File: config.mk
export PLATFORM = sky130hd
export DESIGN_NAME = conv_result_flat
export DESIGN_NICKNAME = d
export VERILOG_FILES = /design/src/source/conv_pkg.sv /design/src/source/conv_window_if.sv /design/src/source/conv_result.sv /design/src/flat_wrapper.sv
export SDC_FILE = /design/constraint.sdc
export NUM_CORES = 1
export LEC_CHECK = 0
export BUFFER_PORTS_ARGS = -buffer_cell sky130_fd_sc_hd__buf_2
export CAP_MARGIN = 0
export CORE_AREA = 2 2 61 63
export DETAILED_ROUTE_END_ITERATION = 16
export DIE_AREA = 0 0 63 65
export PLACE_DENSITY_LB_ADDON = 0.05
export SYNTH_ARGS = -nofsm -noshare
export SYNTH_HDL_FRONTEND = slang
export SYNTH_SLANG_ARGS = --single-unit
export TNS_END_PERCENT = 50
File: constraint.sdc
create_clock -name clk -period 0.8 [get_ports clk]
set_input_delay 0 -clock clk [delete_from_list [all_inputs] [get_ports clk]]
set_output_delay 0 -clock clk [all_outputs]
set_load 0.005 [all_outputs]
File: src/source/conv_pkg.sv
package conv_pkg;

	// pixel, weight and bias format
	localparam int DATA_W = 16;
	localparam int FRAC_BITS = 8;

	// image and kernel geometry
	localparam int IMG_W = 6;
	localparam int IMG_H = 6;
	localparam int KERNEL = 3;
	localparam int TAPS = KERNEL * KERNEL;
	localparam int NUM_CH = 2;
	localparam int OUT_W = IMG_W - KERNEL + 1;

	// Q8.8 signed word
	typedef logic signed [DATA_W-1:0] sample_t;

	// nine full products need four guard bits
	typedef logic signed [2*DATA_W+3:0] acc_t;

	typedef logic [$clog2(IMG_W)-1:0] pos_t;

	// tap = row * KERNEL + col, row 0 is the oldest line
	typedef sample_t [TAPS-1:0] window_t;

	typedef sample_t [NUM_CH-1:0][TAPS-1:0] coef_t;
	typedef sample_t [NUM_CH-1:0] bias_t;

	// channel 0 in the low word
	typedef sample_t [NUM_CH-1:0] out_vec_t;

endpackage

File: src/source/conv_window_if.sv
interface conv_window_if import conv_pkg::*; ();

	window_t win;
	logic win_valid;
	pos_t win_row;
	pos_t win_col;

	modport source
	(
		output win,
		output win_valid,
		output win_row,
		output win_col
	);

	modport sink
	(
		input win,
		input win_valid,
		input win_row,
		input win_col
	);

endinterface

File: src/source/conv_result.sv
module conv_result import conv_pkg::*;
(
	input  logic clk,
	input  logic rst,
	conv_window_if.sink win_i,
	output logic save_enable,
	output pos_t output_row,
	output pos_t output_col,
	output logic frame_done
);

	// follows the two MAC stages
	logic [1:0] vld_q;
	pos_t [1:0] row_q;
	pos_t [1:0] col_q;

	always_ff @(posedge clk or posedge rst)
	begin
		if (rst)
		begin
			vld_q <= '0;
			row_q <= '0;
			col_q <= '0;
		end
		else
		begin
			vld_q <= {vld_q[0], win_i.win_valid};
			row_q <= {row_q[0], win_i.win_row};
			col_q <= {col_q[0], win_i.win_col};
		end
	end

	assign save_enable = vld_q[1];
	assign output_row = row_q[1];
	assign output_col = col_q[1];

	// last output position of the frame
	assign frame_done = vld_q[1] && (row_q[1] == pos_t'(OUT_W - 1))
		&& (col_q[1] == pos_t'(OUT_W - 1));

endmodule

File: src/flat_wrapper.sv
// flat-port wrapper written by rule: the top's interface ports become plain ports
module conv_result_flat import conv_pkg::*;
  (clk, rst, save_enable, output_row, output_col, frame_done, win_i_win, win_i_win_valid, win_i_win_row, win_i_win_col);
  conv_window_if win_i_i ();
  input  logic clk;
  input  logic rst;
  output logic save_enable;
  output pos_t output_row;
  output pos_t output_col;
  output logic frame_done;
  input wire logic [$bits(win_i_i.win)-1:0] win_i_win;
  input wire logic [$bits(win_i_i.win_valid)-1:0] win_i_win_valid;
  input wire logic [$bits(win_i_i.win_row)-1:0] win_i_win_row;
  input wire logic [$bits(win_i_i.win_col)-1:0] win_i_win_col;
  assign win_i_i.win = win_i_win;
  assign win_i_i.win_valid = win_i_win_valid;
  assign win_i_i.win_row = win_i_win_row;
  assign win_i_i.win_col = win_i_win_col;
  conv_result u_core (.clk(clk), .rst(rst), .win_i(win_i_i), .save_enable(save_enable), .output_row(output_row), .output_col(output_col), .frame_done(frame_done));
endmodule
==> out/metrics.csv <==
metric;value;unit
fmax;0.9196;GHz
Netlist cell types;6;
FF-to-FF setup slack;0.32;ns
port bufs;16;
overall track demand over capacity in global routing;3.981;%
failing checks;setup timing;
Seq/Total Area, Yosys;83.33;%
RSZ-0062 raised after global routing;true;
Fill cells;395;
PwrDens;2032;nW/um^2
commonest non-fill, non-tap cell in the layout;buf_2;
layout cell share with drive strength beyond 1;48.98;%
drt drc;0;
clock root buffer;clkbuf_4;
first-pass GRT wire length;1.145;mm
CP Class;register to output pin;
CP Max Fanout;2;
endpoints failing setup;2;
NumNets Final;203;
Critical Path RT;0.80;ns
Switch Pwr;0.2648;mW
gpl congestion;0.5935;
outcome;finished with violations;
Reg2Reg Depth;0;
antenna violations before repair;0;
Antenna Nets Post-Route;0;
clk buf depth;2;
vias;234;
worst IR drop on VDD;488.6;uV
Synth-to-Final Area Change;58.04;%
largest net degree at the start of global routing;15;
Internal;1.085;mW
Seq cells post-synth;14;
full die area;4095;um^2
routed length per instance;7.351;um
Syn Area/Cell;17.52;um^2
Fin Clk Skew;0.0003912;ns
slowest CP cell;dfrtp_1;
Die Ht;65;um
total gr overflow;0;
Comb power frac;7.6;%
min setup slack post-route;-0.2875;ns
Ports;161;
reg2reg start;u_core.vld_q[0]$_DFF_PP0_;
FF-to-FF End;u_core.vld_q[1]$_DFF_PP0_;
Clk pwr share;36.4;%
Vias/cell;2.412;
row cnt;22;
Pre-Repair DR Iteration Count;1;
most frequent cells in the layout;15 x buf_2, 14 x dfrtp_1, 8 x dlygate4sd3_1;
Top Family by Delay on Critical Path;flip-flops;
antenna cell count;0;
CP endpoint kind;output pin;
clk_lat worst skew;0.27;ns
Buf+Inv Stages, Crit Path;1;
fin. max-slew vios;0;
syn_nets;177;
pre-CTS WS;-0.009829;ns
Post-Syn Area;420.4;um^2
Starting Density;12.03;%
Synth Instances;24;
Critical Path AT;1.09;ns
P_leak;0.3088;nW
Final Hold Vio Count;0;
H-tree levels;1;
Synth top area share;83.33;%
CTS tree;built;
Area contributors post-synth;dfrtp_1 83%, buf_4 11%, nor4_2 3.0%;
Tcrit/Tclk final;135.9;%
total of max-cap violations;0;
hpwl dp;552.4;um
Yosys Warn Count;0;
total power;1.350;mW
post-synth top area cell;dfrtp_1;
drt total wl;713;um
hold crit path type;input pin to async pin;
worst-margin pin slew;0.1960;ns
switch share;19.62;%
vias in the first global route;268;
clock-pin slew of the registers on the worst-case setup and hold paths;0.08;ns
CP Cell Sequence;nor4_2, buf_2;
CP startpoint kind;register;
fin crit period;1.087;ns
Slew headroom;86.82;%
core area;3496;um^2
chip width;63;um
CTS buffer count;3;
Largest stage delay, worst path;0.40;ns
Flop pwr share;56.0;%
hold_ws;0.2535;ns
initial DRC count;0;
clk sinks;14;
[layer usage]
metal  part of all wire, %  GRT usage [%]
met1                    46          4.634
met2                    43          4.787
met3                   9.4          1.736
met4                   1.7          5.000
met5                     0              0
[metrics by stage]
stage / instance area [um^2] / std cells / util, % / setup TNS, ns
after floorplan: 420.4 / 24 / - / 0
after global placement: 523.0 / 83 / 14.96 / 0
after detailed placement: 523.0 / 83 / 14.96 / -0.009829
after CTS: 646.9 / 96 / 18.50 / -0.4710
after global routing: 664.4 / 97 / 19.01 / -0.7958
final: 664.4 / 97 / 19.01 / -0.4986
[power by group through the flow]
stage,Combinational [mW],Sequential [mW],Clock [mW]
floorplan,0.0380,0.768,0
global placement,0.0621,0.771,0
detailed placement,0.0633,0.772,0
CTS,0.0974,0.757,0.510
global route,0.115,0.762,0.540
finish,0.103,0.756,0.491
[layout make-up]
class	count	area, um^2	share of cell area [%]
repair buffers	27	192.7	29.00
well taps	48	60.06	9.040
clock buffers	4	36.28	5.461
multi-input cells	3	21.27	3.202
flip-flops and latches	14	350.3	52.73
inverters	1	3.754	0.5650
[state kept, by name, summed over array words and instances (netlist names)]
name	flops
u_core.col_q	3
u_core.output_col	3
u_core.row_q	3
u_core.output_row	3
u_core.vld_q	2
[repair_timing]
item,4_1_cts,5_1_grt
endpoints found under the setup margin,3,8
hold buffers,8,0
pin swaps,0,0
gates resized for setup,0,2
cloned,0,0
buffers inserted,1,1
endpoints found under the hold margin,21,0
[worst max-delay path by stage]
| stage | start | endpoint | slack (ns) | cells past startpoint |
|---|---|---|---|---|
| detailed placement | u_core.output_col[2]$_DFF_PP0_ | frame_done | -0.01 | 2 |
| global route | u_core.output_col[2]$_DFF_PP0_ | frame_done | -0.40 | 2 |
| finish | u_core.output_col[2]$_DFF_PP0_ | frame_done | -0.29 | 2 |
| global placement | u_core.output_col[2]$_DFF_PP0_ | frame_done | 0.01 | 2 |
| CTS | u_core.output_col[2]$_DFF_PP0_ | frame_done | -0.32 | 2 |
| floorplan | u_core.output_col[2]$_DFF_PP0_ | frame_done | 0.15 | 1 |
[kinds of logic after synthesis]
family                 synth area share [%]
DFF                                   83.33
buffers and inverters                 11.61
and+or+nand+nor                       5.057
[synth_stat cells]
library cell	instances
dfrtp_1	14
nand2_1	1
nor4_2	1
inv_1	1
buf_4	6
nand3_1	1
(Power assumes the default switching activity.)
