### src/source/conv_pkg.sv
package conv_pkg;

	// pixel, weight and bias format
	localparam int DATA_W = 16;
	localparam int FRAC_BITS = 8;

	// image and kernel geometry
	localparam int IMG_W = 6;
	localparam int IMG_H = 6;
	localparam int KERNEL = 3;
	localparam int TAPS = KERNEL * KERNEL;
	localparam int NUM_CH = 2;
	localparam int OUT_W = IMG_W - KERNEL + 1;

	// Q8.8 signed word
	typedef logic signed [DATA_W-1:0] sample_t;

	// nine full products need four guard bits
	typedef logic signed [2*DATA_W+3:0] acc_t;

	typedef logic [$clog2(IMG_W)-1:0] pos_t;

	// tap = row * KERNEL + col, row 0 is the oldest line
	typedef sample_t [TAPS-1:0] window_t;

	typedef sample_t [NUM_CH-1:0][TAPS-1:0] coef_t;
	typedef sample_t [NUM_CH-1:0] bias_t;

	// channel 0 in the low word
	typedef sample_t [NUM_CH-1:0] out_vec_t;

endpackage

### src/source/coef_store.sv
module coef_store import conv_pkg::*;
(
	input  logic clk,
	input  logic rst,
	input  logic weight_valid,
	input  sample_t weight_data,
	input  logic bias_valid,
	input  sample_t bias_data,
	output coef_t weights,
	output bias_t biases
);

	// first weight loaded ends up at index 0, i.e. channel 0 tap 0
	sample_t [NUM_CH*TAPS-1:0] w_chain;
	logic [$clog2(NUM_CH*TAPS+1)-1:0] w_count;
	logic w_full;

	bias_t b_chain;
	logic [$clog2(NUM_CH+1)-1:0] b_count;
	logic b_full;

	assign w_full = (w_count == NUM_CH * TAPS);
	assign b_full = (b_count == NUM_CH);

	always_ff @(posedge clk or posedge rst)
	begin
		if (rst)
		begin
			w_chain <= '0;
			w_count <= '0;
		end
		else if (weight_valid && !w_full)
		begin
			w_chain <= {weight_data, w_chain[NUM_CH*TAPS-1:1]};
			w_count <= w_count + 1'b1;
		end
	end

	always_ff @(posedge clk or posedge rst)
	begin
		if (rst)
		begin
			b_chain <= '0;
			b_count <= '0;
		end
		else if (bias_valid && !b_full)
		begin
			b_chain <= {bias_data, b_chain[NUM_CH-1:1]};
			b_count <= b_count + 1'b1;
		end
	end

	// chain index is channel * TAPS + tap
	assign weights = w_chain;
	assign biases = b_chain;

endmodule

### config.mk
export PLATFORM = sky130hd
export DESIGN_NAME = coef_store
export DESIGN_NICKNAME = d
export VERILOG_FILES = /design/src/source/conv_pkg.sv /design/src/source/coef_store.sv
export SDC_FILE = /design/constraint.sdc
export NUM_CORES = 1
export LEC_CHECK = 0
export BUFFER_PORTS_ARGS = -buffer_cell sky130_fd_sc_hd__buf_2
export CORE_ASPECT_RATIO = 1.1
export CORE_MARGIN = 2
export CORE_UTILIZATION = 40
export DETAILED_ROUTE_END_ITERATION = 12
export SLEW_MARGIN = 20
export SYNTH_ARGS = -nofsm -noshare
export SYNTH_HDL_FRONTEND = slang
export SYNTH_SLANG_ARGS = --single-unit
export TNS_END_PERCENT = 50
### constraint.sdc
create_clock -name clk -period 17.4 [get_ports clk]
set_input_delay 5.22 -clock clk [delete_from_list [all_inputs] [get_ports clk]]
set_output_delay 5.22 -clock clk [all_outputs]
set_load 0.01 [all_outputs]
==> key figures, run 1 <==
Route
  – DR WL/cell: 17.6 µm
  – Drt via density: 4.72
  – DRT Pass-1 Iters: 3
  – Total wire length after detailed routing: 26.6 mm
  – DR iter-0 viols: 345
  – # DRC: 0
  – Vias: 7146
  – ANT nets after route: 0

Pwr
  – Int Power: 2.10 mW
  – Clock share of power: 22.8%
  – Total power: 3.15 mW
  – Pwr dens: 204 nW/µm²
  – Sequential Power Share: 43.9%
  – Sw power: 1.05 mW
  – Switching share of power: 33.4%
  – Worst VDD drop: 89.6 µV
  – Comb pwr share: 33.3%
  – LEAKAGE: 7.25 nW

Worst setup path
  – Worst Setup SP: rst
  – FF-to-FF Start: w_count[0]
  – CP Data Arrival Time: 7.71 ns
  – CP cell instances: buf_2, inv_8, buf_4, buf_4
  – FF-to-FF setup slack: 14.13 ns
  – Crit end category: asynchronous set/reset pin
  – Crit-path slowest cell: buf_4
  – Most used cell, CP: buf_4
  – Crit Path Max Fanout: 118
  – Worst EP required: 17.88 ns
  – Crit Path Class: in -> async
  – Endpoint of the worst register-to-register path: weights[212]
  – CP peak stage delay: 0.90 ns
  – Worst setup SP type: input pin
  – Worst Reg-to-Reg Cells: 7

Global route
  – Vias in the first global route: 7136
  – Gr usage total: 15.8%
  – Grt total ovfl: 0
  – Largest net degree at the start of global routing: 164
  – Initial antenna violation count: 1
  – First-pass GRT wire length: 41.9 mm

Min path
  – HP Start: b_count[0]
  – Hold/Removal Path Class: reg -> reg
  – Min-Delay Endpoint: b_count[0]
  – WHS Path Cells: 1

Clocking
  – CTS clk-pin slew, worst paths: 0.06 ns
  – H-Tree Depth: 2
  – Post_cts resized: 0
  – Total CTS buffers: 35
  – Clock root buffer: clkbuf_16
  – Post-CTS Hold Buffers: 0
  – Latest clock arrival within the worst-skew pair: 0.50 ns
  – Clock sinks: 327
  – Post-CTS Setup Inserts: 0
  – Clock Path Buffers: 3
  – CTS tree: yes

Logic synthesis
  – Yosys cell types: 15
  – Syn Area/Cell: 17.8 µm²
  – Seq/Total Area, Yosys: 65.0%
  – Mapped Cells: 706
  – Synth warnings: 0
  – #FFs+latches synth: 327
  – Post-Syn Area: 12600 µm²
  – Post-synth net total: 745

Timing
  – Max Clock Freq: 0.138 GHz
  – Slew at the pin with the worst max-slew slack: 0.973 ns
  – Min Tclk post-route: 7.23 ns
  – Slew headroom: 35.1%
  – Post-Route Skew: 0.00897 ns
  – Worst Slack Setup Final: 10.17 ns
  – Final Max Slew Viols: 0
  – WHS: 0.475 ns
  – Fin. Hold Viols: 0
  – RSZ-0062 raised after global routing: no
  – Final setup viols: 0
  – Post-route setup TNS: 0 ns
  – Period utilization: 41.6%

Die
  – Boundary Pins: 356
  – CORE AREA: 31200 µm²
  – Die Area: 32900 µm²
  – Row count: 68
  – Die H: 190 µm
  – Die W: 173 µm
  – Starting Density: 40.3%

Place
  – Post-detail-place hpwl: 18.5 mm
  – Post-place setup slack: 9.49 ns
  – Routability cong.: 0.728
  – Buffers on Ports: 355

Layout
  – Share of cells above drive strength 1: 67.3%
  – Area growth syn-to-layout: 22.8%
  – Nets: 1108

Flow run
  – Max Cap Viol: 0

Status
  – Outcome: completed
worst max path at each step:
stage	end	cells after the start
final	weights[142]	4
after CTS	weights[132]	4
after floorplan	b_count[0]	1
after global routing	weights[103]	4
after detailed placement	weights[103]	4
after global placement	weights[102]	4
state kept, by name, indices dropped and copies added, names as in the netlist:
| signal | cells |
|---|---|
| b_count | 2 |
| biases | 32 |
| w_count | 5 |
| weights | 288 |
layer usage:
layer	GRT usage [%]	vias to the layer above	routed length, µm
li1	-	3241	-
met1	20.6	3611	11400
met2	24.8	253	12300
met3	6.10	41	2360
met4	4.40	0	563
met5	0	-	0
worst max-delay path: cells and delay by family:
family   cells  cell delay (ns)
buf+inv      4             2.36
power by group through the flow:
stage / Sequential [mW] / Combinational (mW) / Clock (mW)
CTS: 1.40 / 1.07 / 0.743
detailed placement: 1.41 / 1.07 / 0
global placement: 1.39 / 1.06 / 0
global route: 1.45 / 1.14 / 0.778
finish: 1.38 / 1.05 / 0.719
floorplan: 1.51 / 0.452 / 0
Yosys cell counts:
cell type	number	area, µm²
clkbuf_1	1	3.75
o31ai_4	1	21.3
nand2_1	4	15.0
inv_1	4	15.0
o21ai_0	2	10.0
mux2_2	320	3600
nand2b_1	2	12.5
dfrtp_1	327	8180
mux2i_1	1	10.0
buf_2	3	15.0
buf_12	29	581
xnor2_1	4	35.0
ha_1	3	37.5
buf_6	3	33.8
nand4_1	2	12.5
cells by family (layout without fill, tap and decap cells):
logic type	after synthesis	count (layout)	share of synthesized area (%)
flops	327	327	65.0
mux	321	321	28.7
buf+inv	40	427	5.15
simple gates	8	8	0.318
xor+xnor	4	4	0.278
fa+ha+maj	3	3	0.298
compound gates	3	3	0.248
other cells	0	1	0
per-stage QoR:
stage / utilization, % / cell area (µm²) / cells
6_report: 49.5 / 15500 / 1514
5_1_grt: 49.5 / 15500 / 1514
4_1_cts: 49.5 / 15500 / 1513
3_5_place_dp: 45.9 / 14300 / 1452
3_3_place_gp: 45.9 / 14300 / 1452
2_1_floorplan: - / 12600 / 706
cell type report:
| cell class | count | area [µm²] |
|---|---|---|
| clock buffers | 53 | 1060 |
| multi-input cells | 339 | 3760 |
| repair buffers | 362 | 1840 |
| clock inverters | 8 | 65.1 |
| fillers | 2804 | 15800 |
| flip-flops and latches | 327 | 8180 |
| well taps | 420 | 526 |
| inverters | 4 | 22.5 |
| diodes | 1 | 2.50 |
cells in the final DEF, fill, tap and decap left out, drive strengths merged, types with 2 or more instances in the layout:
master  count
o21ai       2
inv         4
dfrtp     327
mux2      320
clkbuf     53
buf       362
ha          3
nand2       4
xnor2       4
nand4       2
clkinv      7
nand2b      2
Power figures use the tool's default switching activity.
==> run 2, diff against run 1 <==
Settings changed: ABC_AREA set to 1.
Clock period 17.4 ns to 6.9 ns, I/O delays scaled along.
==> run 2 against run 1 <==
Synthesized cell count grew 100%. Highest routed layer unchanged. Synthesized area rose by 4.2%. Critical path depth grew 1. Routed wire length rose by 32%. Global-route usage increased by 4.4 points. Via count up 49%. Clock skew rose by 0.011 ns. Critical path type is now in -> reg. Sequential cell count unchanged.
==> key figures, run 2 <==
Die
  – Die W: 177 µm
  – Die H: 194 µm
  – Starting Density: 40.6%
  – Boundary Pins: 356
  – CORE AREA: 32300 µm²
  – Row count: 69
  – Die Area: 34300 µm²

Worst setup path
  – CP Data Arrival Time: 4.29 ns
  – Worst setup SP type: input pin
  – Worst Setup SP: weight_valid
  – Crit Path Class: in -> reg
  – Crit end category: flop
  – Endpoint of the worst register-to-register path: weights[68]
  – FF-to-FF setup slack: 3.26 ns
  – Crit Path Max Fanout: 142
  – FF-to-FF Start: w_count[0]
  – Worst EP required: 7.30 ns
  – Worst Reg-to-Reg Cells: 9

Route
  – Vias: 10.7k
  – Total wire length after detailed routing: 35.2 mm
  – DRT Pass-1 Iters: 5
  – Drt via density: 4.94
  – # DRC: 0
  – ANT nets after route: 0
  – DR WL/cell: 16.3 µm
  – DR iter-0 viols: 959

Logic synthesis
  – Post-synth ARST share: 100%
  – Yosys top cell by area: dfrtp_1
  – Syn Area/Cell: 9.26 µm²
  – Ranking of synthesized cells by area: dfrtp_1, nand2_1, nand3_1
  – Yosys cell types: 22
  – Seq/Total Area, Yosys: 62.4%
  – Mapped Cells: 1417
  – #FFs+latches synth: 327
  – Most used DFF post-synth: dfrtp_1
  – Top post-synthesis cells by count: nand2_1, dfrtp_1, nand3_1
  – Top-count cell post-synth: nand2_1
  – Top cell type's share of synthesized area: 62.4%
  – Post-synth net total: 1456
  – Post-synth EDFFs: 0
  – Post-Syn Area: 13100 µm²
  – Synth warnings: 0

Timing
  – Fin. Hold Viols: 0
  – RSZ-0062 raised after global routing: no
  – Slew at the pin with the worst max-slew slack: 1.05 ns
  – Final setup viols: 0
  – Final Max Slew Viols: 0
  – Period utilization: 56.5%
  – Slew headroom: 29.9%
  – Post-Route Skew: 0.0196 ns
  – Max Clock Freq: 0.257 GHz
  – Min Tclk post-route: 3.90 ns
  – Post-route setup TNS: 0 ns

Layout
  – Nets: 1753
  – # diodes: 0
  – Commonest non-fill, non-tap cell in the layout: nand2_1
  – Area growth syn-to-layout: 21.9%
  – Post-route cell area: 16000 µm²
  – Max FFs per register: 288
  – Most frequent cells in the layout: nand2_1, buf_2, dfrtp_1
  – Finished Core Util: 49.5%
  – Final Non-Filler Cells: 2160
  – Share of cells above drive strength 1: 25.0%

Global route
  – Gr usage total: 20.3%
  – Vias in the first global route: 10.2k
  – Grt total ovfl: 0
  – Largest net degree at the start of global routing: 172
  – Initial antenna violation count: 0
  – First-pass GRT wire length: 56.6 mm

Place
  – Placed Area: 14800 µm²
  – Routability cong.: 0.801
  – Post-detail-place hpwl: 22.1 mm
  – Buffers on Ports: 355
  – Placed Cells: 2101

Clocking
  – Post-CTS Setup Inserts: 0
  – Total CTS buffers: 37
  – Clock root buffer: clkbuf_16
  – Clock sinks: 327
  – Post-CTS Hold Buffers: 0
  – Clock Path Buffers: 3
  – H-Tree Depth: 2
  – CTS tree: yes
  – Latest clock arrival within the worst-skew pair: 0.52 ns
  – CTS clk-pin slew, worst paths: 0.06 ns
  – Post_cts resized: 0

Pwr
  – Pwr dens: 404 nW/µm²
  – LEAKAGE: 9.35 nW
  – Total power: 6.45 mW
  – Worst VDD drop: 240 µV

Min path
  – Hold/Removal Path Class: reg -> reg
  – HP Start: weights[12]
  – Min-Delay Endpoint: weights[12]
  – WHS Path Cells: 2

Flow run
  – Max Cap Viol: 0

Status
  – Outcome: completed
run 2: changes by cell type after synthesis, sizes merged, moves of 21 or more:
cell	before	now
inv	4	25
clkbuf	1	25
buf	35	79
mux2	320	0
nand3	0	291
nand2	4	611
run 2: cell families after synthesis:
kind of cell	Yosys count	synth area share [%]
buf+inv	129	6.37
compound gates	34	1.30
xor+xnor	2	0.134
flops	327	62.4
fa+ha+maj	3	0.286
simple gates	922	29.5
run 2: routing by layer:
| metal | vias up | track usage [%] | part of all wire, % |
|---|---|---|---|
| li1 | 5126 | - | - |
| met1 | 5152 | 27.8 | 43 |
| met2 | 342 | 31.2 | 46 |
| met3 | 51 | 6.22 | 8.6 |
| met4 | 0 | 5.57 | 2.1 |
| met5 | - | 0 | 0 |
run 2: through the flow:
stage / worst slack (ns) / hold WS (ns)
6_report: 3.00 / 0.470
5_1_grt: 2.82 / 0.496
4_1_cts: 2.97 / 0.471
3_5_place_dp: 2.41 / 0.456
3_3_place_gp: 2.42 / 0.451
2_1_floorplan: 0.465 / 0.445
run 2: power breakdown:
part	total [mW]	switching, mW	internal [mW]	leakage, nW
combinational	1.63	0.997	0.632	4.50
sequential	2.92	0.463	2.46	4.26
clock	1.90	0.761	1.14	0.584
run 2: final cells by class:
class	instances	area [µm²]
multi-input cells	961	4120
fillers	3168	16300
flip-flops and latches	327	8180
clock buffers	53	1140
well taps	426	533
repair buffers	362	1880
clock inverters	6	43.8
inverters	25	97.6
run 2: worst max path at each step:
stage,to,cells past startpoint,slack [ns]
floorplan,b_count[0],1,0.47
finish,weights[58],5,3.00
detailed placement,weights[58],5,2.41
global placement,weights[83],5,2.42
global route,weights[84],5,2.82
CTS,weights[58],5,2.97
run 2: critical path: stages:
cell     delay (ns)
buf_8          0.58
nand2_8        0.64
buf_4          0.66
nand2_1        0.18
nand2_1        0.07
