--- config.mk ---
export PLATFORM = sky130hd
export DESIGN_NAME = line_window_flat
export DESIGN_NICKNAME = d
export VERILOG_FILES = /design/src/source/conv_pkg.sv /design/src/source/conv_window_if.sv /design/src/source/line_window.sv /design/src/flat_wrapper.sv
export SDC_FILE = /design/constraint.sdc
export NUM_CORES = 1
export LEC_CHECK = 0
export ABC_AREA = 1
export BUFFER_PORTS_ARGS = -buffer_cell sky130_fd_sc_hd__buf_2
export CAP_MARGIN = 20
export CORE_MARGIN = 1.5
export CORE_UTILIZATION = 38
export CTS_CLUSTER_SIZE = 20
export DETAILED_ROUTE_END_ITERATION = 10
export PLACE_DENSITY = 0.56
export RECOVER_POWER = 100
export SLEW_MARGIN = 20
export SYNTH_ARGS = -nofsm -noshare
export SYNTH_HDL_FRONTEND = slang
export SYNTH_SLANG_ARGS = --single-unit
--- constraint.sdc ---
create_clock -name clk -period 18.8 [get_ports clk]
set_clock_uncertainty 0.05 [all_clocks]
set_input_delay 0.94 -clock clk [delete_from_list [all_inputs] [get_ports clk]]
set_output_delay 0.94 -clock clk [all_outputs]
set_load 0.1 [all_outputs]
--- src/source/conv_pkg.sv ---
package conv_pkg;

	// pixel, weight and bias format
	localparam int DATA_W = 16;
	localparam int FRAC_BITS = 8;

	// image and kernel geometry
	localparam int IMG_W = 6;
	localparam int IMG_H = 6;
	localparam int KERNEL = 3;
	localparam int TAPS = KERNEL * KERNEL;
	localparam int NUM_CH = 2;
	localparam int OUT_W = IMG_W - KERNEL + 1;

	// Q8.8 signed word
	typedef logic signed [DATA_W-1:0] sample_t;

	// nine full products need four guard bits
	typedef logic signed [2*DATA_W+3:0] acc_t;

	typedef logic [$clog2(IMG_W)-1:0] pos_t;

	// tap = row * KERNEL + col, row 0 is the oldest line
	typedef sample_t [TAPS-1:0] window_t;

	typedef sample_t [NUM_CH-1:0][TAPS-1:0] coef_t;
	typedef sample_t [NUM_CH-1:0] bias_t;

	// channel 0 in the low word
	typedef sample_t [NUM_CH-1:0] out_vec_t;

endpackage

--- src/source/conv_window_if.sv ---
interface conv_window_if import conv_pkg::*; ();

	window_t win;
	logic win_valid;
	pos_t win_row;
	pos_t win_col;

	modport source
	(
		output win,
		output win_valid,
		output win_row,
		output win_col
	);

	modport sink
	(
		input win,
		input win_valid,
		input win_row,
		input win_col
	);

endinterface

--- src/source/line_window.sv ---
module line_window import conv_pkg::*;
(
	input  logic clk,
	input  logic rst,
	input  logic pixel_valid,
	input  sample_t pixel_data,
	conv_window_if.source win_o
);

	pos_t row;
	pos_t col;

	// previous line and the one before it
	sample_t mid_line [IMG_W];
	sample_t old_line [IMG_W];

	// position of the incoming pixel, wraps at frame end
	always_ff @(posedge clk or posedge rst)
	begin
		if (rst)
		begin
			row <= '0;
			col <= '0;
		end
		else if (pixel_valid)
		begin
			if (col == pos_t'(IMG_W - 1))
			begin
				col <= '0;
				if (row == pos_t'(IMG_H - 1))
				begin
					row <= '0;
				end
				else
				begin
					row <= row + 1'b1;
				end
			end
			else
			begin
				col <= col + 1'b1;
			end
		end
	end

	always_ff @(posedge clk or posedge rst)
	begin
		if (rst)
		begin
			for (int i = 0; i < IMG_W; i++)
			begin
				mid_line[i] <= '0;
				old_line[i] <= '0;
			end
		end
		else if (pixel_valid)
		begin
			mid_line[0] <= pixel_data;
			old_line[0] <= mid_line[IMG_W-1];
			for (int i = 1; i < IMG_W; i++)
			begin
				mid_line[i] <= mid_line[i-1];
				old_line[i] <= old_line[i-1];
			end
		end
	end

	// window shifts left, new column enters on the right
	always_ff @(posedge clk or posedge rst)
	begin
		if (rst)
		begin
			win_o.win <= '0;
		end
		else if (pixel_valid)
		begin
			for (int r = 0; r < KERNEL; r++)
			begin
				for (int c = 0; c < KERNEL - 1; c++)
				begin
					win_o.win[r*KERNEL+c] <= win_o.win[r*KERNEL+c+1];
				end
			end
			win_o.win[KERNEL-1] <= old_line[IMG_W-1];
			win_o.win[2*KERNEL-1] <= mid_line[IMG_W-1];
			win_o.win[TAPS-1] <= pixel_data;
		end
	end

	// window complete once two lines and two columns are behind
	always_ff @(posedge clk or posedge rst)
	begin
		if (rst)
		begin
			win_o.win_valid <= 1'b0;
			win_o.win_row <= '0;
			win_o.win_col <= '0;
		end
		else
		begin
			win_o.win_valid <= pixel_valid && (row >= pos_t'(KERNEL - 1))
				&& (col >= pos_t'(KERNEL - 1));
			if (pixel_valid)
			begin
				win_o.win_row <= row - pos_t'(KERNEL - 1);
				win_o.win_col <= col - pos_t'(KERNEL - 1);
			end
		end
	end

endmodule

--- src/flat_wrapper.sv ---
// flat-port wrapper written by rule: the top's interface ports become plain ports
module line_window_flat import conv_pkg::*;
  (clk, rst, pixel_valid, pixel_data, win_o_win, win_o_win_valid, win_o_win_row, win_o_win_col);
  conv_window_if win_o_i ();
  input  logic clk;
  input  logic rst;
  input  logic pixel_valid;
  input  sample_t pixel_data;
  output wire logic [$bits(win_o_i.win)-1:0] win_o_win;
  output wire logic [$bits(win_o_i.win_valid)-1:0] win_o_win_valid;
  output wire logic [$bits(win_o_i.win_row)-1:0] win_o_win_row;
  output wire logic [$bits(win_o_i.win_col)-1:0] win_o_win_col;
  assign win_o_win = win_o_i.win;
  assign win_o_win_valid = win_o_i.win_valid;
  assign win_o_win_row = win_o_i.win_row;
  assign win_o_win_col = win_o_i.win_col;
  line_window u_core (.clk(clk), .rst(rst), .pixel_valid(pixel_valid), .pixel_data(pixel_data), .win_o(win_o_i));
endmodule
==> results of run 1 <==
==> through the flow <==
stage	std cells	total power, uW	util	worst slack (ns)
floorplan	1127	1212	-	10.85
global placement	1485	1263	0.4007	15.21
detailed placement	1485	1268	0.4007	15.18
CTS	1536	1824	0.4365	15.73
global route	1536	1872	0.4282	8.851
finish	1536	1786	0.4282	10.04
==> worst max path at each step <==
stage	from	to	slack (ns)	cells after the start
finish	pixel_valid	u_core.old_line[69]	10.04	5
CTS	pixel_valid	u_core.old_line[94]	15.73	4
detailed placement	pixel_valid	u_core.old_line[94]	15.18	4
floorplan	rst	u_core.col[0]	10.85	1
global placement	pixel_valid	u_core.win_o.win[110]	15.21	4
global route	pixel_valid	u_core.win_o.win[0]	8.85	5
==> worst max-delay path: cells and delay by family <==
family | cells | cell delay [ns]
compound gates | 1 | 0.14
buf+inv | 3 | 7.29
simple gates | 1 | 0.42
==> registers in the layout, indices dropped and copies added (netlist names) <==
| signal | flops |
|---|---|
| u_core.win_o.win_valid | 1 |
| u_core.win_o.win | 96 |
| u_core.old_line | 96 |
| u_core.col | 3 |
| u_core.win_o.win_row | 3 |
| u_core.win_o.win_col | 3 |
| u_core.row | 3 |
| u_core.mid_line | 48 |
==> power breakdown <==
group / total [uW] / switching, uW / internal, uW
logic: 548 / 484 / 63.8
clock network: 545 / 212 / 333
registers: 694 / 59.6 / 634
total: 1790 / 755 / 1030
==> placed cells by master, fill, tap and decap left out, drive strengths merged <==
master and n:
nand3 3, clkinv 6, xor2 1, bufinv 1, clkbuf 200, inv 57, clkinvlp 1, o21ai 100
a21oi 4, dfrtp 253, ha 2, buf 17, nand2 550, or2 1, nor2 5
==> final cells by class <==
type | count | share of cell area
clock inverter | 7 | 0.005338
sequential | 253 | 0.5627
tap | 335 | 0.03725
timing repair buffer | 173 | 0.05960
inverter | 58 | 0.02013
clock buffer | 44 | 0.07839
multi-input combinational | 666 | 0.2366
==> per-layer routing <==
layer | vias up | global-route usage | part of all wire
met4 | 0 | 0.04034 | 0.020
met2 | 160 | 0.2299 | 0.44
li1 | 3451 | - | -
met1 | 3219 | 0.2101 | 0.48
met3 | 33 | 0.03096 | 0.057
met5 | - | 0 | 0
==> kinds of logic after synthesis <==
group,count (synthesis),share of synthesized area
xor gates and xnor gates,1,0.0008544
buffers and inverters,208,0.1228
AOI/OAI and AO/OA,104,0.05113
and+or+nand+nor,559,0.2053
adders and majority gates,2,0.002440
DFF,253,0.6175
==> synthesized netlist by cell type <==
master and n:
o21ai_1 4, nand3_1 3, buf_2 20, a21oi_1 3, buf_4 118, xor2_1 1, inv_4 1, nor2_1 5
buf_6 1, clkbuf_1 11, ha_1 2, or2_1 1, o21ai_0 96, a21oi_2 1, nand2_1 550, dfrtp_1 253
inv_1 57
==> impl_metrics.ini, run 1 <==
[worst_hold_path]
min_to = u_core.mid_line[24]
hold_depth = 2
hp-class = reg -> reg
hp-start = u_core.mid_line[40]

[logic_synthesis]
postSynthCellCount = 1127
synth.area.top_cells = dfrtp_1 (62%), nand2_1 (20%), buf_4 (8.6%)
synth.distinct_cells = 17
synth_area_um2 = 10250
syn-num-nets = 1148
avgSynthCellArea_um2 = 9.097
synth.largest_area_cell = dfrtp_1
synth-seq-cells = 253
yosysSeqAreaShare = 0.6175
synth.top_cell.area_share = 0.6175
synth_warnings = 0

[timing]
final.setup.tns_ns = 0
max_freq_ghz = 0.1141
slew_violations = 605
finalHoldViolCount = 0
rsz0062_at_grt = false
relSlewSlack = -2.875
tightest_slew_ns = 5.812
min_period_ns = 8.761
setup_viol = 0
hold_slack_ns = 0.4110
period_share = 0.4660

[clock_network]
cts_num_sinks = 253
cts_tree = yes
cts-root-buf = clkbuf_16
ctsResizeCount = 0
clkTransAtPathRegs_ns = 0.06
clockBufferDepth = 3
cts_setup_buffers = 0
htree_levels = 1
cts_buffers = 28
cts_hold_buf = 0
worstSkewPairLatency_ns = 0.53

[layout]
multi_input_area_um2 = 2663
seq_area_um2 = 6331
nNetsFinal = 1201
antenna_cells = 0
drive_gt1_frac = 0.05495
num-fill-cells = 2691
syn_to_final_growth_pct = 9.751
stdcell_area_um2 = 11250

[power_and_ir_drop]
p_leak_uw = 0.005757
power_density_nw_per_um2 = 158.8
ir_drop_uv = 76.87

[placed_design]
port_buffers = 169
hpwl_um = 12080
placed_cell_area_um2 = 10530
routabilityCongestion = 0.7159

[grt]
grt_pass1_vias = 6460
grt_max_degree = 155
grt_pass1_wl_um = 34000
grtUsageTotal = 0.1478
antenna_found_initial = 0
grt_overflow = 0

[run]
maxCapViolCount = 6

[setup_path]
reg2reg_from = u_core.col[1]
cp_max_fo = 154
cp-end-kind = flip-flop
r2r_cells = 6
crit_top_cell = clkbuf_1
criticalPathCategory = in -> reg
reg2reg_slack_ns = 17.40
startpoint_type = primary input
reg2reg_to = u_core.row[0]
critPathSlowestCell = clkbuf_1
path_cells = clkbuf_1 > inv_8 > clkbuf_1 > nand2_1 > o21ai_0
slowest_delay_ns = 3.98
cp_data_arrival_time_ns = 8.95
cp.required_ns = 18.99

[routing]
via_count = 6863
viasPerCell = 4.468
drt-pass1-iter-count = 4
drt_wl_total_um = 20380
routedWlPerCell_um = 13.27
drtAntennaViolNets = 0
first_iter_violations = 433
drc = 0

[floorplan]
core-area_um2 = 26280
die_x_um = 167.3
start_util = 0.3901
dieArea_um2 = 27970
ios = 170
die_h_um = 167.3
num_rows = 59

[run_status]
status = finished, violations left
violations = capacitance limit, slew limit
No activity file was read; power rests on OpenSTA's default activity.
==> inputs of run 2 (changes only) <==
==> constraint.sdc (replaced) <==
create_clock -name clk -period 8.5 [get_ports clk]
set_clock_uncertainty 0.05 [all_clocks]
set_input_delay 0.425 -clock clk [delete_from_list [all_inputs] [get_ports clk]]
set_output_delay 0.425 -clock clk [all_outputs]
set_load 0.1 [all_outputs]
==> run 2 against run 1 <==
Against the previous run:
- the run still ends with capacitance limit, slew limit left
- total power is 120% higher
- hold slack worse by 0.37 ns
- flip-flop and latch count is the same
- setup slack lost 6.1 ns
- clock power is 120% higher
- largest power group unchanged
- highest routed layer unchanged
- final cell count did not move
==> impl_metrics.ini, run 2 (synthesis gave the netlist of run 1 again) <==
[setup_path]
reg2reg_to = u_core.row[1]
startpoint_type = primary input
critPathLaunch = pixel_valid
reg2reg_slack_ns = 7.30
cp_data_arrival_time_ns = 4.72
reg2reg_from = u_core.col[1]
cp_max_fo = 139
cp-end-kind = flip-flop
r2r_cells = 6
criticalPathCategory = in -> reg
cp.required_ns = 8.66

[clock_network]
cts_hold_buf = 0
cts_setup_buffers = 0
clkTransAtPathRegs_ns = 0.06
htree_levels = 1
cts_buffers = 28
cts_tree = yes
cts_num_sinks = 253
ctsResizeCount = 0
cts-root-buf = clkbuf_16
clockBufferDepth = 3
worstSkewPairLatency_ns = 0.53

[power_and_ir_drop]
intPower_uw = 2265
p_leak_uw = 0.005759
power_density_nw_per_um2 = 350.1
switchingPower_uw = 1674
seq_power_share = 0.389
power.share.clock = 0.305
pwr-share-comb = 0.307
ir_drop_uv = 158.3
switching_share = 0.4250
fin_total_pwr_uw = 3939

[layout]
drive_gt1_frac = 0.05579
syn_to_final_growth_pct = 9.739
post-route-util = 0.4281
final_cell_mix = nand2_1 (550), dfrtp_1 (253), clkbuf_1 (160)
layout_commonest_cell = nand2_1
nNetsFinal = 1201
seq_area_um2 = 6331
multi_input_area_um2 = 2663
num-fill-cells = 2703
reg.largest.list = u_core.old_line (96), u_core.win_o.win (96), u_core.mid_line (48)
antenna_cells = 0

[routing]
drtAntennaViolNets = 0
drc = 0
first_iter_violations = 469
met1_length_um = 9817
drt_wl_total_um = 20440
highest_layer = met4
wl_met2_um = 9095
routedWlPerCell_um = 13.31
wl_met3_um = 1219
via_count = 6839
drt-pass1-iter-count = 5
viasPerCell = 4.452

[floorplan]
num_rows = 59
start_util = 0.3901
die_h_um = 167.3
ios = 170
die_x_um = 167.3
dieArea_um2 = 27970
core-area_um2 = 26280

[placed_design]
hpwl_um = 12030
routabilityCongestion = 0.7159
pre_cts_ws_ns = 5.383
port_buffers = 169

[timing]
rsz0062_at_grt = false
tightest_slew_ns = 5.091
final.setup.tns_ns = 0
relSlewSlack = -2.394
slew_violations = 221
max_freq_ghz = 0.2194
period_share = 0.5361
finalHoldViolCount = 0
setup_viol = 0
min_period_ns = 4.557
hold_slack_ns = 0.03676
setup_ws_ns = 3.943

[grt]
antenna_found_initial = 0
grt_max_degree = 155
grt_pass1_wl_um = 34200
grt_overflow = 0
grtUsageTotal = 0.1475
grt_pass1_vias = 6549

[run_status]
status = finished, violations left
violations = capacitance limit, slew limit

[worst_hold_path]
hp-class = in -> reg
hold_depth = 3
hp-start = pixel_data[9]
min_to = u_core.win_o.win[137]

[run]
maxCapViolCount = 2
[run 2: worst max-delay path: stages]
cell	delay, ns
clkbuf_8	0.61
clkbuf_1	3.08
o21ai_0	0.47
[run 2: cell type report]
cell class / instances / area share
Clock inverter: 9 / 0.008452
Timing Repair Buffer: 173 / 0.06150
Multi-Input combinational cell: 666 / 0.2367
Inverter: 58 / 0.02013
Clock buffer: 42 / 0.07329
Sequential cell: 253 / 0.5627
Tap cell: 335 / 0.03726
[run 2: routing by layer]
| layer | vias to the layer above | GRT usage |
|---|---|---|
| li1 | 3464 | - |
| met1 | 3182 | 0.2117 |
| met2 | 169 | 0.2281 |
| met3 | 24 | 0.03191 |
| met4 | 0 | 0.03604 |
| met5 | - | 0 |
[run 2: worst max-delay path by stage]
stage	to	cells past startpoint	slack, ns
6_report	u_core.mid_line[9]	3	3.94
3_5_place_dp	u_core.old_line[64]	4	5.38
3_3_place_gp	u_core.win_o.win[110]	4	5.42
2_1_floorplan	u_core.col[0]	1	1.07
5_1_grt	u_core.mid_line[9]	3	3.18
4_1_cts	u_core.old_line[94]	4	5.90
[run 2: power groups by stage]
stage	Clock (uW)	Combinational (uW)	Sequential [uW]
2_1_floorplan	0	785	1900
3_3_place_gp	0	1250	1550
3_5_place_dp	0	1250	1550
4_1_cts	1240	1250	1530
5_1_grt	1290	1280	1560
6_report	1200	1210	1530
[run 2: per-stage QoR]
stage / instances / area [um2]
5_1_grt: 1536 / 11250
6_report: 1536 / 11250
3_3_place_gp: 1485 / 10530
3_5_place_dp: 1485 / 10530
4_1_cts: 1536 / 11450
2_1_floorplan: 1127 / 10250
